===== src/logic/guard_pkg.sv =====
/*
 * Shared types of the AXI read guard: vector typedefs, reduced AXI read
 * channel structs, Wishbone structs and the guard/register exchange structs
 */
`default_nettype none

package guard_pkg;

  // Widths with a meaning of their own
  typedef logic [3:0]  id_t;
  typedef logic [31:0] addr_t;
  typedef logic [7:0]  len_t;
  typedef logic [15:0] cnt_t;
  typedef logic [7:0]  wb_addr_t;
  typedef logic [31:0] wb_data_t;

  // Read address beat, 44 bits
  typedef struct packed {
    id_t   id;
    addr_t addr;
    len_t  len;
  } ar_beat_t;

  // Master side of the tapped read path
  typedef struct packed {
    ar_beat_t ar;
    logic     ar_valid;
    logic     r_ready;
  } rd_req_t;

  // Slave side of the tapped read path
  typedef struct packed {
    logic ar_ready;
    id_t  r_id;
    logic r_last;
    logic r_valid;
  } rd_rsp_t;

  // Register file to guard
  typedef struct packed {
    cnt_t budget;
    logic clear;
  } guard_cfg_t;

  // Guard to register file, flags are single-cycle
  typedef struct packed {
    logic  timeout;
    logic  unwanted;
    logic  done;
    id_t   evt_id;
    addr_t evt_addr;
    cnt_t  latency;
  } guard_evt_t;

  typedef struct packed {
    logic     cyc;
    logic     stb;
    logic     we;
    wb_addr_t adr;
    wb_data_t dat;
  } wb_req_t;

  typedef struct packed {
    logic     ack;
    wb_data_t dat;
  } wb_rsp_t;

endpackage

`default_nettype wire

===== src/logic/axi_rd_guard_top.sv =====
/*
 * Top level of the AXI read guard: prescaler, transaction guard and
 * Wishbone register file
 */
`timescale 1ns/1ps
`default_nettype none

module axi_rd_guard_top #(
  parameter int unsigned MaxUniqIds   = 4,
  parameter int unsigned MaxRdTxns    = 8,
  parameter int unsigned PrescalerDiv = 4
) (
  input  logic               clk_i,
  input  logic               rst_ni,
  input  guard_pkg::rd_req_t mst_req_i,
  input  guard_pkg::rd_rsp_t slv_rsp_i,
  input  guard_pkg::wb_req_t wb_i,
  output guard_pkg::wb_rsp_t wb_o,
  output logic               irq_o,
  output logic               reset_req_o
);

  logic                  tick;
  logic                  reset_req;
  guard_pkg::guard_cfg_t cfg;
  guard_pkg::guard_evt_t evt;

  guard_tick #(
    .PrescalerDiv (PrescalerDiv)
  ) u_tick (
    .clk_i  (clk_i),
    .rst_ni (rst_ni),
    .tick_o (tick)
  );

  read_guard #(
    .MaxUniqIds (MaxUniqIds),
    .MaxRdTxns  (MaxRdTxns)
  ) u_guard (
    .clk_i       (clk_i),
    .rst_ni      (rst_ni),
    .tick_i      (tick),
    .mst_req_i   (mst_req_i),
    .slv_rsp_i   (slv_rsp_i),
    .cfg_i       (cfg),
    .evt_o       (evt),
    .reset_req_o (reset_req)
  );

  guard_regs u_regs (
    .clk_i           (clk_i),
    .rst_ni          (rst_ni),
    .wb_i            (wb_i),
    .wb_o            (wb_o),
    .evt_i           (evt),
    .reset_pending_i (reset_req),
    .cfg_o           (cfg),
    .irq_o           (irq_o)
  );

  assign reset_req_o = reset_req;

endmodule

`default_nettype wire


===== src/logic/guard_regs.sv =====
/*
 * Wishbone classic register file of the read guard: CTRL, BUDGET, STATUS,
 * IRQ_ADDR and LATENCY, event latching and the sticky interrupt
 */
`timescale 1ns/1ps
`default_nettype none

module guard_regs (
  input  logic                  clk_i,
  input  logic                  rst_ni,
  input  guard_pkg::wb_req_t    wb_i,
  output guard_pkg::wb_rsp_t    wb_o,
  input  guard_pkg::guard_evt_t evt_i,
  input  logic                  reset_pending_i,
  output guard_pkg::guard_cfg_t cfg_o,
  output logic                  irq_o
);

  localparam guard_pkg::wb_addr_t AdrCtrl    = 8'h00;
  localparam guard_pkg::wb_addr_t AdrBudget  = 8'h04;
  localparam guard_pkg::wb_addr_t AdrStatus  = 8'h08;
  localparam guard_pkg::wb_addr_t AdrIrqAddr = 8'h0C;
  localparam guard_pkg::wb_addr_t AdrLatency = 8'h10;

  logic                 wb_acc, wb_wr, guard_evt;
  logic                 ack_q, clear_q, irq_q;
  logic                 timeout_q, unwanted_q;
  guard_pkg::id_t       evt_id_q;
  guard_pkg::addr_t     evt_addr_q;
  guard_pkg::cnt_t      budget_q, latency_q;
  guard_pkg::wb_data_t  rdata, rdata_q;

  // Access starts one cycle before its ack
  assign wb_acc    = wb_i.cyc && wb_i.stb && !ack_q;
  assign wb_wr     = wb_acc && wb_i.we;
  assign guard_evt = evt_i.timeout || evt_i.unwanted;

  always_comb begin
    rdata = '0;
    case (wb_i.adr)
      AdrBudget:  rdata = 32'(budget_q);
      AdrStatus:  rdata = {20'b0, evt_id_q, 4'b0, reset_pending_i, unwanted_q,
                           timeout_q, irq_q};
      AdrIrqAddr: rdata = evt_addr_q;
      AdrLatency: rdata = 32'(latency_q);
      default:    rdata = '0;
    endcase
  end

  always_ff @(posedge clk_i or negedge rst_ni) begin
    if (!rst_ni) begin
      ack_q    <= 1'b0;
      clear_q  <= 1'b0;
      budget_q <= 16'h0100;
    end else begin
      ack_q   <= wb_acc;
      // Clear pulse lines up with the ack
      clear_q <= wb_wr && (wb_i.adr == AdrCtrl) && wb_i.dat[0];
      if (wb_wr && (wb_i.adr == AdrBudget)) begin
        budget_q <= wb_i.dat[15:0];
      end
    end
  end

  always_ff @(posedge clk_i) begin
    if (wb_acc) begin
      rdata_q <= rdata;
    end
    if (guard_evt) begin
      evt_addr_q <= evt_i.evt_addr;
    end
    if (evt_i.done) begin
      latency_q <= evt_i.latency;
    end
  end

  // Status is sticky, a new event beats a clear in the same cycle
  always_ff @(posedge clk_i or negedge rst_ni) begin
    if (!rst_ni) begin
      irq_q      <= 1'b0;
      timeout_q  <= 1'b0;
      unwanted_q <= 1'b0;
      evt_id_q   <= '0;
    end else if (guard_evt) begin
      irq_q      <= 1'b1;
      timeout_q  <= timeout_q || evt_i.timeout;
      unwanted_q <= unwanted_q || evt_i.unwanted;
      evt_id_q   <= evt_i.evt_id;
    end else if (clear_q) begin
      irq_q      <= 1'b0;
      timeout_q  <= 1'b0;
      unwanted_q <= 1'b0;
      evt_id_q   <= '0;
    end
  end

  assign wb_o.ack     = ack_q;
  assign wb_o.dat     = rdata_q;
  assign cfg_o.budget = budget_q;
  assign cfg_o.clear  = clear_q;
  assign irq_o        = irq_q;

endmodule

`default_nettype wire


===== src/logic/read_guard.sv =====
/*
 * Read transaction table with per-ID linked lists, budget load and countdown,
 * response matching, timeout and unwanted-response detection, reset request
 */
`timescale 1ns/1ps
`default_nettype none

module read_guard #(
  parameter int unsigned MaxUniqIds = 4,
  parameter int unsigned MaxRdTxns  = 8
) (
  input  logic                  clk_i,
  input  logic                  rst_ni,
  input  logic                  tick_i,
  input  guard_pkg::rd_req_t    mst_req_i,
  input  guard_pkg::rd_rsp_t    slv_rsp_i,
  input  guard_pkg::guard_cfg_t cfg_i,
  output guard_pkg::guard_evt_t evt_o,
  output logic                  reset_req_o
);

  // No more distinct IDs than entries can ever be live
  localparam int unsigned HtCap  = (MaxUniqIds <= MaxRdTxns) ? MaxUniqIds : MaxRdTxns;
  localparam int unsigned HtIdxW = (HtCap > 1) ? $clog2(HtCap) : 1;
  localparam int unsigned LdIdxW = (MaxRdTxns > 1) ? $clog2(MaxRdTxns) : 1;

  typedef logic [HtIdxW-1:0] ht_idx_t;
  typedef logic [LdIdxW-1:0] ld_idx_t;

  // One list per ID
  typedef struct packed {
    guard_pkg::id_t id;
    ld_idx_t        head;
    ld_idx_t        tail;
    logic           free;
  } ht_entry_t;

  // One outstanding read
  typedef struct packed {
    guard_pkg::ar_beat_t beat;
    guard_pkg::cnt_t     counter;
    logic                timeout;
    ld_idx_t             next;
    logic                free;
  } ld_entry_t;

  ht_entry_t [HtCap-1:0]     ht_d, ht_q;
  ld_entry_t [MaxRdTxns-1:0] ld_d, ld_q;

  logic            ar_fire, comp_beat;
  logic            comp_seen_q, dec_en;
  logic            rsp_found, rsp_hit;
  ht_idx_t         rsp_idx;
  ld_idx_t         rsp_head;
  logic            to_hit;
  ld_idx_t         to_idx;
  logic            flush;
  logic [15:0]     len_sum;
  logic [31:0]     load_prod;
  guard_pkg::cnt_t load_cnt;
  ld_entry_t       new_entry;
  logic            ld_free_found, ht_free_found, in_found;
  ld_idx_t         ld_free_idx;
  ht_idx_t         ht_free_idx, in_idx;
  logic            reset_req_q;

  assign ar_fire   = mst_req_i.ar_valid && slv_rsp_i.ar_ready;
  assign comp_beat = slv_rsp_i.r_valid && mst_req_i.r_ready && slv_rsp_i.r_last;

  // Completing beat since the last tick holds the countdown
  always_ff @(posedge clk_i or negedge rst_ni) begin
    if (!rst_ni) begin
      comp_seen_q <= 1'b0;
    end else if (tick_i) begin
      comp_seen_q <= 1'b0;
    end else if (comp_beat) begin
      comp_seen_q <= 1'b1;
    end
  end

  assign dec_en = tick_i && !(comp_seen_q || comp_beat);

  // Look up the response ID
  always_comb begin
    rsp_found = 1'b0;
    rsp_idx   = '0;
    for (int i = 0; i < HtCap; i++) begin
      if (!ht_q[i].free && (ht_q[i].id == slv_rsp_i.r_id) && !rsp_found) begin
        rsp_found = 1'b1;
        rsp_idx   = ht_idx_t'(i);
      end
    end
  end

  assign rsp_hit  = comp_beat && rsp_found;
  assign rsp_head = ht_q[rsp_idx].head;

  // First expired entry
  always_comb begin
    to_hit = 1'b0;
    to_idx = '0;
    for (int i = 0; i < MaxRdTxns; i++) begin
      if (!ld_q[i].free && ld_q[i].timeout && !to_hit) begin
        to_hit = 1'b1;
        to_idx = ld_idx_t'(i);
      end
    end
  end

  assign flush = to_hit || (comp_beat && !rsp_found);

  // Burst lengths of everything outstanding
  always_comb begin
    len_sum = '0;
    for (int i = 0; i < MaxRdTxns; i++) begin
      if (!ld_q[i].free) begin
        len_sum = len_sum + 16'(ld_q[i].beat.len);
      end
    end
  end

  assign load_prod = 32'(cfg_i.budget) * 32'(len_sum + 16'(mst_req_i.ar.len));
  assign load_cnt  = guard_pkg::cnt_t'(load_prod >> 5);

  // A zero budget is expired right away
  assign new_entry = '{
    beat:    mst_req_i.ar,
    counter: load_cnt,
    timeout: (load_cnt == '0),
    next:    '0,
    free:    1'b0
  };

  always_comb begin : proc_table
    ht_d          = ht_q;
    ld_d          = ld_q;
    ld_free_found = 1'b0;
    ld_free_idx   = '0;
    ht_free_found = 1'b0;
    ht_free_idx   = '0;
    in_found      = 1'b0;
    in_idx        = '0;

    // Countdown sets the mark as the counter reaches zero
    for (int i = 0; i < MaxRdTxns; i++) begin
      if (!ld_q[i].free && dec_en && (ld_q[i].counter != '0)) begin
        ld_d[i].counter = ld_q[i].counter - 1'b1;
        if (ld_q[i].counter == guard_pkg::cnt_t'(1)) begin
          ld_d[i].timeout = 1'b1;
        end
      end
    end

    // Retire the oldest entry of the responding ID
    if (rsp_hit) begin
      ld_d[rsp_head] = '{free: 1'b1, default: '0};
      if (rsp_head == ht_q[rsp_idx].tail) begin
        ht_d[rsp_idx] = '{free: 1'b1, default: '0};
      end else begin
        ht_d[rsp_idx].head = ld_q[rsp_head].next;
      end
    end

    // Searches run on the updated table so freed slots are reused at once
    for (int i = 0; i < MaxRdTxns; i++) begin
      if (ld_d[i].free && !ld_free_found) begin
        ld_free_found = 1'b1;
        ld_free_idx   = ld_idx_t'(i);
      end
    end
    for (int i = 0; i < HtCap; i++) begin
      if (ht_d[i].free && !ht_free_found) begin
        ht_free_found = 1'b1;
        ht_free_idx   = ht_idx_t'(i);
      end
      if (!ht_d[i].free && (ht_d[i].id == mst_req_i.ar.id) && !in_found) begin
        in_found = 1'b1;
        in_idx   = ht_idx_t'(i);
      end
    end

    // Enqueue unless no slot is left
    if (ar_fire && ld_free_found) begin
      if (in_found) begin
        ld_d[ht_d[in_idx].tail].next = ld_free_idx;
        ht_d[in_idx].tail            = ld_free_idx;
        ld_d[ld_free_idx]            = new_entry;
      end else if (ht_free_found) begin
        ht_d[ht_free_idx] = '{
          id:   mst_req_i.ar.id,
          head: ld_free_idx,
          tail: ld_free_idx,
          free: 1'b0
        };
        ld_d[ld_free_idx] = new_entry;
      end
    end

    // Any event drops the whole table
    if (flush) begin
      for (int i = 0; i < MaxRdTxns; i++) begin
        ld_d[i] = '{free: 1'b1, default: '0};
      end
      for (int i = 0; i < HtCap; i++) begin
        ht_d[i] = '{free: 1'b1, default: '0};
      end
    end
  end

  always_ff @(posedge clk_i or negedge rst_ni) begin
    if (!rst_ni) begin
      for (int i = 0; i < HtCap; i++) begin
        ht_q[i] <= '{free: 1'b1, default: '0};
      end
      for (int i = 0; i < MaxRdTxns; i++) begin
        ld_q[i] <= '{free: 1'b1, default: '0};
      end
    end else begin
      ht_q <= ht_d;
      ld_q <= ld_d;
    end
  end

  // Timeout wins over unwanted
  always_comb begin
    evt_o          = '0;
    evt_o.timeout  = to_hit;
    evt_o.unwanted = comp_beat && !rsp_found;
    evt_o.done     = rsp_hit;
    if (to_hit) begin
      evt_o.evt_id   = ld_q[to_idx].beat.id;
      evt_o.evt_addr = ld_q[to_idx].beat.addr;
    end else if (comp_beat && !rsp_found) begin
      evt_o.evt_id = slv_rsp_i.r_id;
    end
    if (rsp_hit) begin
      evt_o.latency = ld_q[rsp_head].counter;
    end
  end

  // Held until software clears it
  always_ff @(posedge clk_i or negedge rst_ni) begin
    if (!rst_ni) begin
      reset_req_q <= 1'b0;
    end else if (flush) begin
      reset_req_q <= 1'b1;
    end else if (cfg_i.clear) begin
      reset_req_q <= 1'b0;
    end
  end

  assign reset_req_o = reset_req_q;

endmodule

`default_nettype wire


===== src/logic/guard_tick.sv =====
/*
 * Prescaler for the budget countdown, one-cycle tick every PrescalerDiv cycles
 */
`timescale 1ns/1ps
`default_nettype none

module guard_tick #(
  parameter int unsigned PrescalerDiv = 4
) (
  input  logic clk_i,
  input  logic rst_ni,
  output logic tick_o
);

  localparam int unsigned DivW = (PrescalerDiv > 1) ? $clog2(PrescalerDiv) : 1;
  localparam logic [DivW-1:0] LastCnt = DivW'(PrescalerDiv - 1);

  logic [DivW-1:0] div_q;

  always_ff @(posedge clk_i or negedge rst_ni) begin
    if (!rst_ni) begin
      div_q <= '0;
    end else if (div_q == LastCnt) begin
      div_q <= '0;
    end else begin
      div_q <= div_q + 1'b1;
    end
  end

  // Tick on the last count of each period
  assign tick_o = (div_q == LastCnt);

endmodule

`default_nettype wire


===== config.mk =====
export PLATFORM = sky130hd
export DESIGN_NAME = axi_rd_guard_top
export DESIGN_NICKNAME = d
export VERILOG_FILES = /design/src/logic/guard_pkg.sv /design/src/logic/axi_rd_guard_top.sv /design/src/logic/guard_regs.sv /design/src/logic/read_guard.sv /design/src/logic/guard_tick.sv
export SDC_FILE = /design/constraint.sdc
export NUM_CORES = 2
export LEC_CHECK = 0
export ABC_AREA = 1
export BUFFER_PORTS_ARGS = -buffer_cell sky130_fd_sc_hd__buf_2
export CORE_ASPECT_RATIO = 1.1
export CORE_MARGIN = 2
export CORE_UTILIZATION = 48
export CTS_CLUSTER_DIAMETER = 100
export DETAILED_ROUTE_END_ITERATION = 16
export PLACE_DENSITY = 0.75
export SYNTH_ARGS = -nofsm -noshare
export SYNTH_HDL_FRONTEND = slang
export SYNTH_SLANG_ARGS = --single-unit

===== constraint.sdc =====
create_clock -name clk_i -period 17.6 [get_ports clk_i]
set_input_delay 2.64 -clock clk_i [delete_from_list [all_inputs] [get_ports clk_i]]
set_output_delay 2.64 -clock clk_i [all_outputs]
set_load 0.02 [all_outputs]

==> impl_metrics.tcl <==
set metrics [dict create \
    met1_length_mm 59.5 \
    worst_path_max_delay_cell "xnor2_1" \
    synthDistinctLibCells 74 \
    grt_pass1_wl_mm 234 \
    synthesis.area_mm2 0.0462 \
    synthFlopType "dfrtp_1" \
    hp-class "reg2reg" \
    worst-setup-path-type "reg2reg" \
    power.density_mw_per_mm2 131 \
    ys_ff_latch 672 \
    max_stage_delay_ps 710 \
    rsz0062_at_grt "false" \
    ir_drop_mv 0.122 \
    io_pins 133 \
    setup_tns_ps 0 \
    die_h_um 329 \
    worstMarginPinSlew_ps 1220 \
    synth_edf_count 80 \
    fin_area_mm2 0.0503 \
    drv_cap 0 \
    avgSynthCellArea_um2 7.55 \
    power.leakage_uw 0.0236 \
    drive_gt1_share_pct 8.11 \
    timing.final.hold_violations 0 \
    synth-warning-count 0 \
    dpl.cell_count 7226 \
    cts-root-buf "clkbuf_16" \
    fin_cells 7377 \
    post_cts_resized 0 \
    met3WireLength_mm 15.5 \
    p_total_uw 6590 \
    rows 119 \
    detail-route-antenna-nets 0 \
    cts_buffer_depth 3 \
    worstSetupStartpointType "flip-flop" \
    cts_hold_buf 0 \
    required_ps 18190 \
    core_area_mm2 0.0956 \
    avgRoutedWirePerCell_um 20.7 \
    synth-async-reset-ratio_pct 88.1 \
    drtIter0Drc 5466 \
    die-area_mm2 0.0987 \
    netlist_instances 6113 \
    cts_tree "done" \
    wl_mm 153 \
    port_buffers 116 \
    cts_num_sinks 672 \
    gp_congestion 1.01 \
    clk_pin_slew_ps 60 \
    finalCriticalPeriod_ps 16110 \
    nets 6432 \
    drv_slew 0 \
    path_max_fanout 8 \
    fin_crit_sh_pct 91.5 \
    setup_viol 0 \
    dr.max_layer_used "met5" \
    dp.final_hpwl_mm 96.9 \
    synth_top_area_cell "dfrtp_1" \
    r2r_slack_ps 1490 \
    first_pass_iters 8 \
    path_common_cell "nand2_1" \
    via_per_inst 5.95 \
    placed_area_mm2 0.0475 \
    slew_headroom_pct 17.9 \
    cts_setup_buffers 0 \
    area_growth_pct 9.01 \
    dr_total_vias 43897 \
    antenna_found_initial 9 \
    gr-total-overflow 0 \
    critPathArrivalTime_ps 16700 \
    htree_levels 3 \
    grt_max_degree 193 \
    fin_worst_skew_ps 55.0 \
    clk_latency_ps 670 \
    timing.fmax_ghz 0.0621 \
    synth.top_cell.area_share_pct 31.4 \
    cp-end-kind "flip-flop" \
    grt_pass1_vias 41263 \
    seq_area_frac_synth_pct 37.3 \
    status "finished, final reports clean" \
    dr_wl_met2_mm 69.6 \
    synthTopCellsByArea "dfrtp_1 (31%), nand2_1 (9.4%), o21ai_0 (7.9%)" \
    cts_buffers 79 \
    drc_errors 0 \
    grtUsageTotal_pct 30.2 \
    num-fill-cells 8925 \
    start_util_pct 48.3 \
    die_w_um 300 \
]
layer usage:
layer | vias to the layer above | global-route usage, %
li1 | 20103 | -
met1 | 20811 | 39.4
met2 | 2485 | 47.8
met3 | 492 | 6.01
met4 | 6 | 15.7
met5 | - | 0
cell usage in the layout (no fill, tap or decap), drive strengths merged, types with 7 or more instances in the layout:
cell     instances
nor4            25
buf            177
nor3            46
o221a           32
o22ai           13
edfxtp          80
fa             149
xor2            72
clkbuf         100
a21oi          666
dfrtp          579
bufinv          12
clkinv          38
mux2            15
o31ai           12
conb            18
xnor2           32
nor2           735
nand3b          11
a31oi           22
o2111ai         19
inv            647
nand2         1171
nand3          258
a311oi          32
a211oi          49
o21ai          777
o211ai          13
or2             26
dfstp           13
ha             148
nand4           48
o21a            10
a21o             7
final cells by class:
| cell class | count | area, µm² | share of cell area [%] |
|---|---|---|---|
| Clock buffer | 100 | 2210 | 4.39 |
| Clock inverter | 45 | 614 | 1.22 |
| Timing Repair Buffer | 177 | 1090 | 2.16 |
| Antenna cell | 6 | 15.0 | 0.0298 |
| Multi-Input combinational cell | 4449 | 25100 | 49.9 |
| Sequential cell | 672 | 17200 | 34.2 |
| Tap cell | 1270 | 1590 | 3.16 |
| Inverter | 658 | 2490 | 4.94 |
cells by family after synthesis:
family                   after synthesis  share of synthesized area [%]
AO/OA/AOI/OAI                       1688                           20.1
XOR/XNOR                             104                           1.97
adder cells (fa/ha/maj)              297                           10.5
buffers and inverters               1008                           8.68
flip-flops                           672                           37.3
multiplexers                          15                          0.366
other                                  2                         0.0163
AND/OR/NAND/NOR                     2327                           21.0
power breakdown:
| group | leakage (µW) | switching [µW] | internal, µW | total (µW) |
|---|---|---|---|---|
| Sequential | 0.00879 | 213 | 1880 | 2100 |
| Clock | 0.00137 | 719 | 1070 | 1790 |
| Combinational | 0.0134 | 1930 | 774 | 2700 |
worst paths after layout:
check                                start                 to  cells past startpoint
min reg2reg                u_tick.div_q[0]    u_tick.div_q[0]                      1
max                        u_guard.ld_q[0]    u_guard.ld_q[4]                     73
min in group asynchronous           rst_ni  u_guard.ld_q[352]                      1
max reg2reg                u_guard.ld_q[0]    u_guard.ld_q[4]                     73
min                        u_tick.div_q[0]    u_tick.div_q[0]                      1
max in group asynchronous           rst_ni  u_guard.ld_q[197]                      4
state kept, by name, indices dropped and copies added, names as in the netlist, 2 cells and up:
| register | cells |
|---|---|
| u_guard.ld_q | 520 |
| u_regs.evt_addr_q | 32 |
| u_regs.latency_q | 16 |
| u_regs.rdata_q | 32 |
| u_guard.ht_q | 44 |
| u_regs.budget_q | 16 |
| u_tick.div_q | 2 |
| u_regs.evt_id_q | 4 |
synthesized netlist by cell type (12+ instances only):
master and count:
nand2_1 1152, dfstp_2 13, o21ai_1 43, dfrtp_1 579, mux2_2 15, o21ai_0 733
ha_1 148, a31oi_1 22, clkbuf_1 238, buf_2 68, a211oi_1 38, buf_1 20
o2111ai_1 18, o22ai_1 13, o211ai_1 13, or2_2 19, inv_2 25, inv_1 623
nor3_1 44, o31ai_1 12, nor2_1 715, a21oi_1 666, xor2_1 72, edfxtp_1 80
a311oi_1 32, nor4_1 25, nand4_1 44, xnor2_1 32, o221a_2 32, nand3_1 255
fa_1 149, nand2_2 15
through the flow:
step	setup WS, ps	utilization [%]	hold slack, ps
finish	1490	52.7	440
floorplan	4250	-	403
detailed placement	1690	49.7	432
global route	355	52.7	456
CTS	1620	52.7	440
global placement	2040	49.7	413
worst max-delay path: cells and delay by family (launching register included):
family | cells | cell delay [ps]
adder cells (fa/ha/maj) | 16 | 6450
AO/OA/AOI/OAI | 17 | 3740
AND/OR/NAND/NOR | 24 | 2890
XOR/XNOR | 5 | 1350
buffers and inverters | 11 | 980
flip-flops | 1 | 640
No activity file was read; power rests on OpenSTA's default activity.
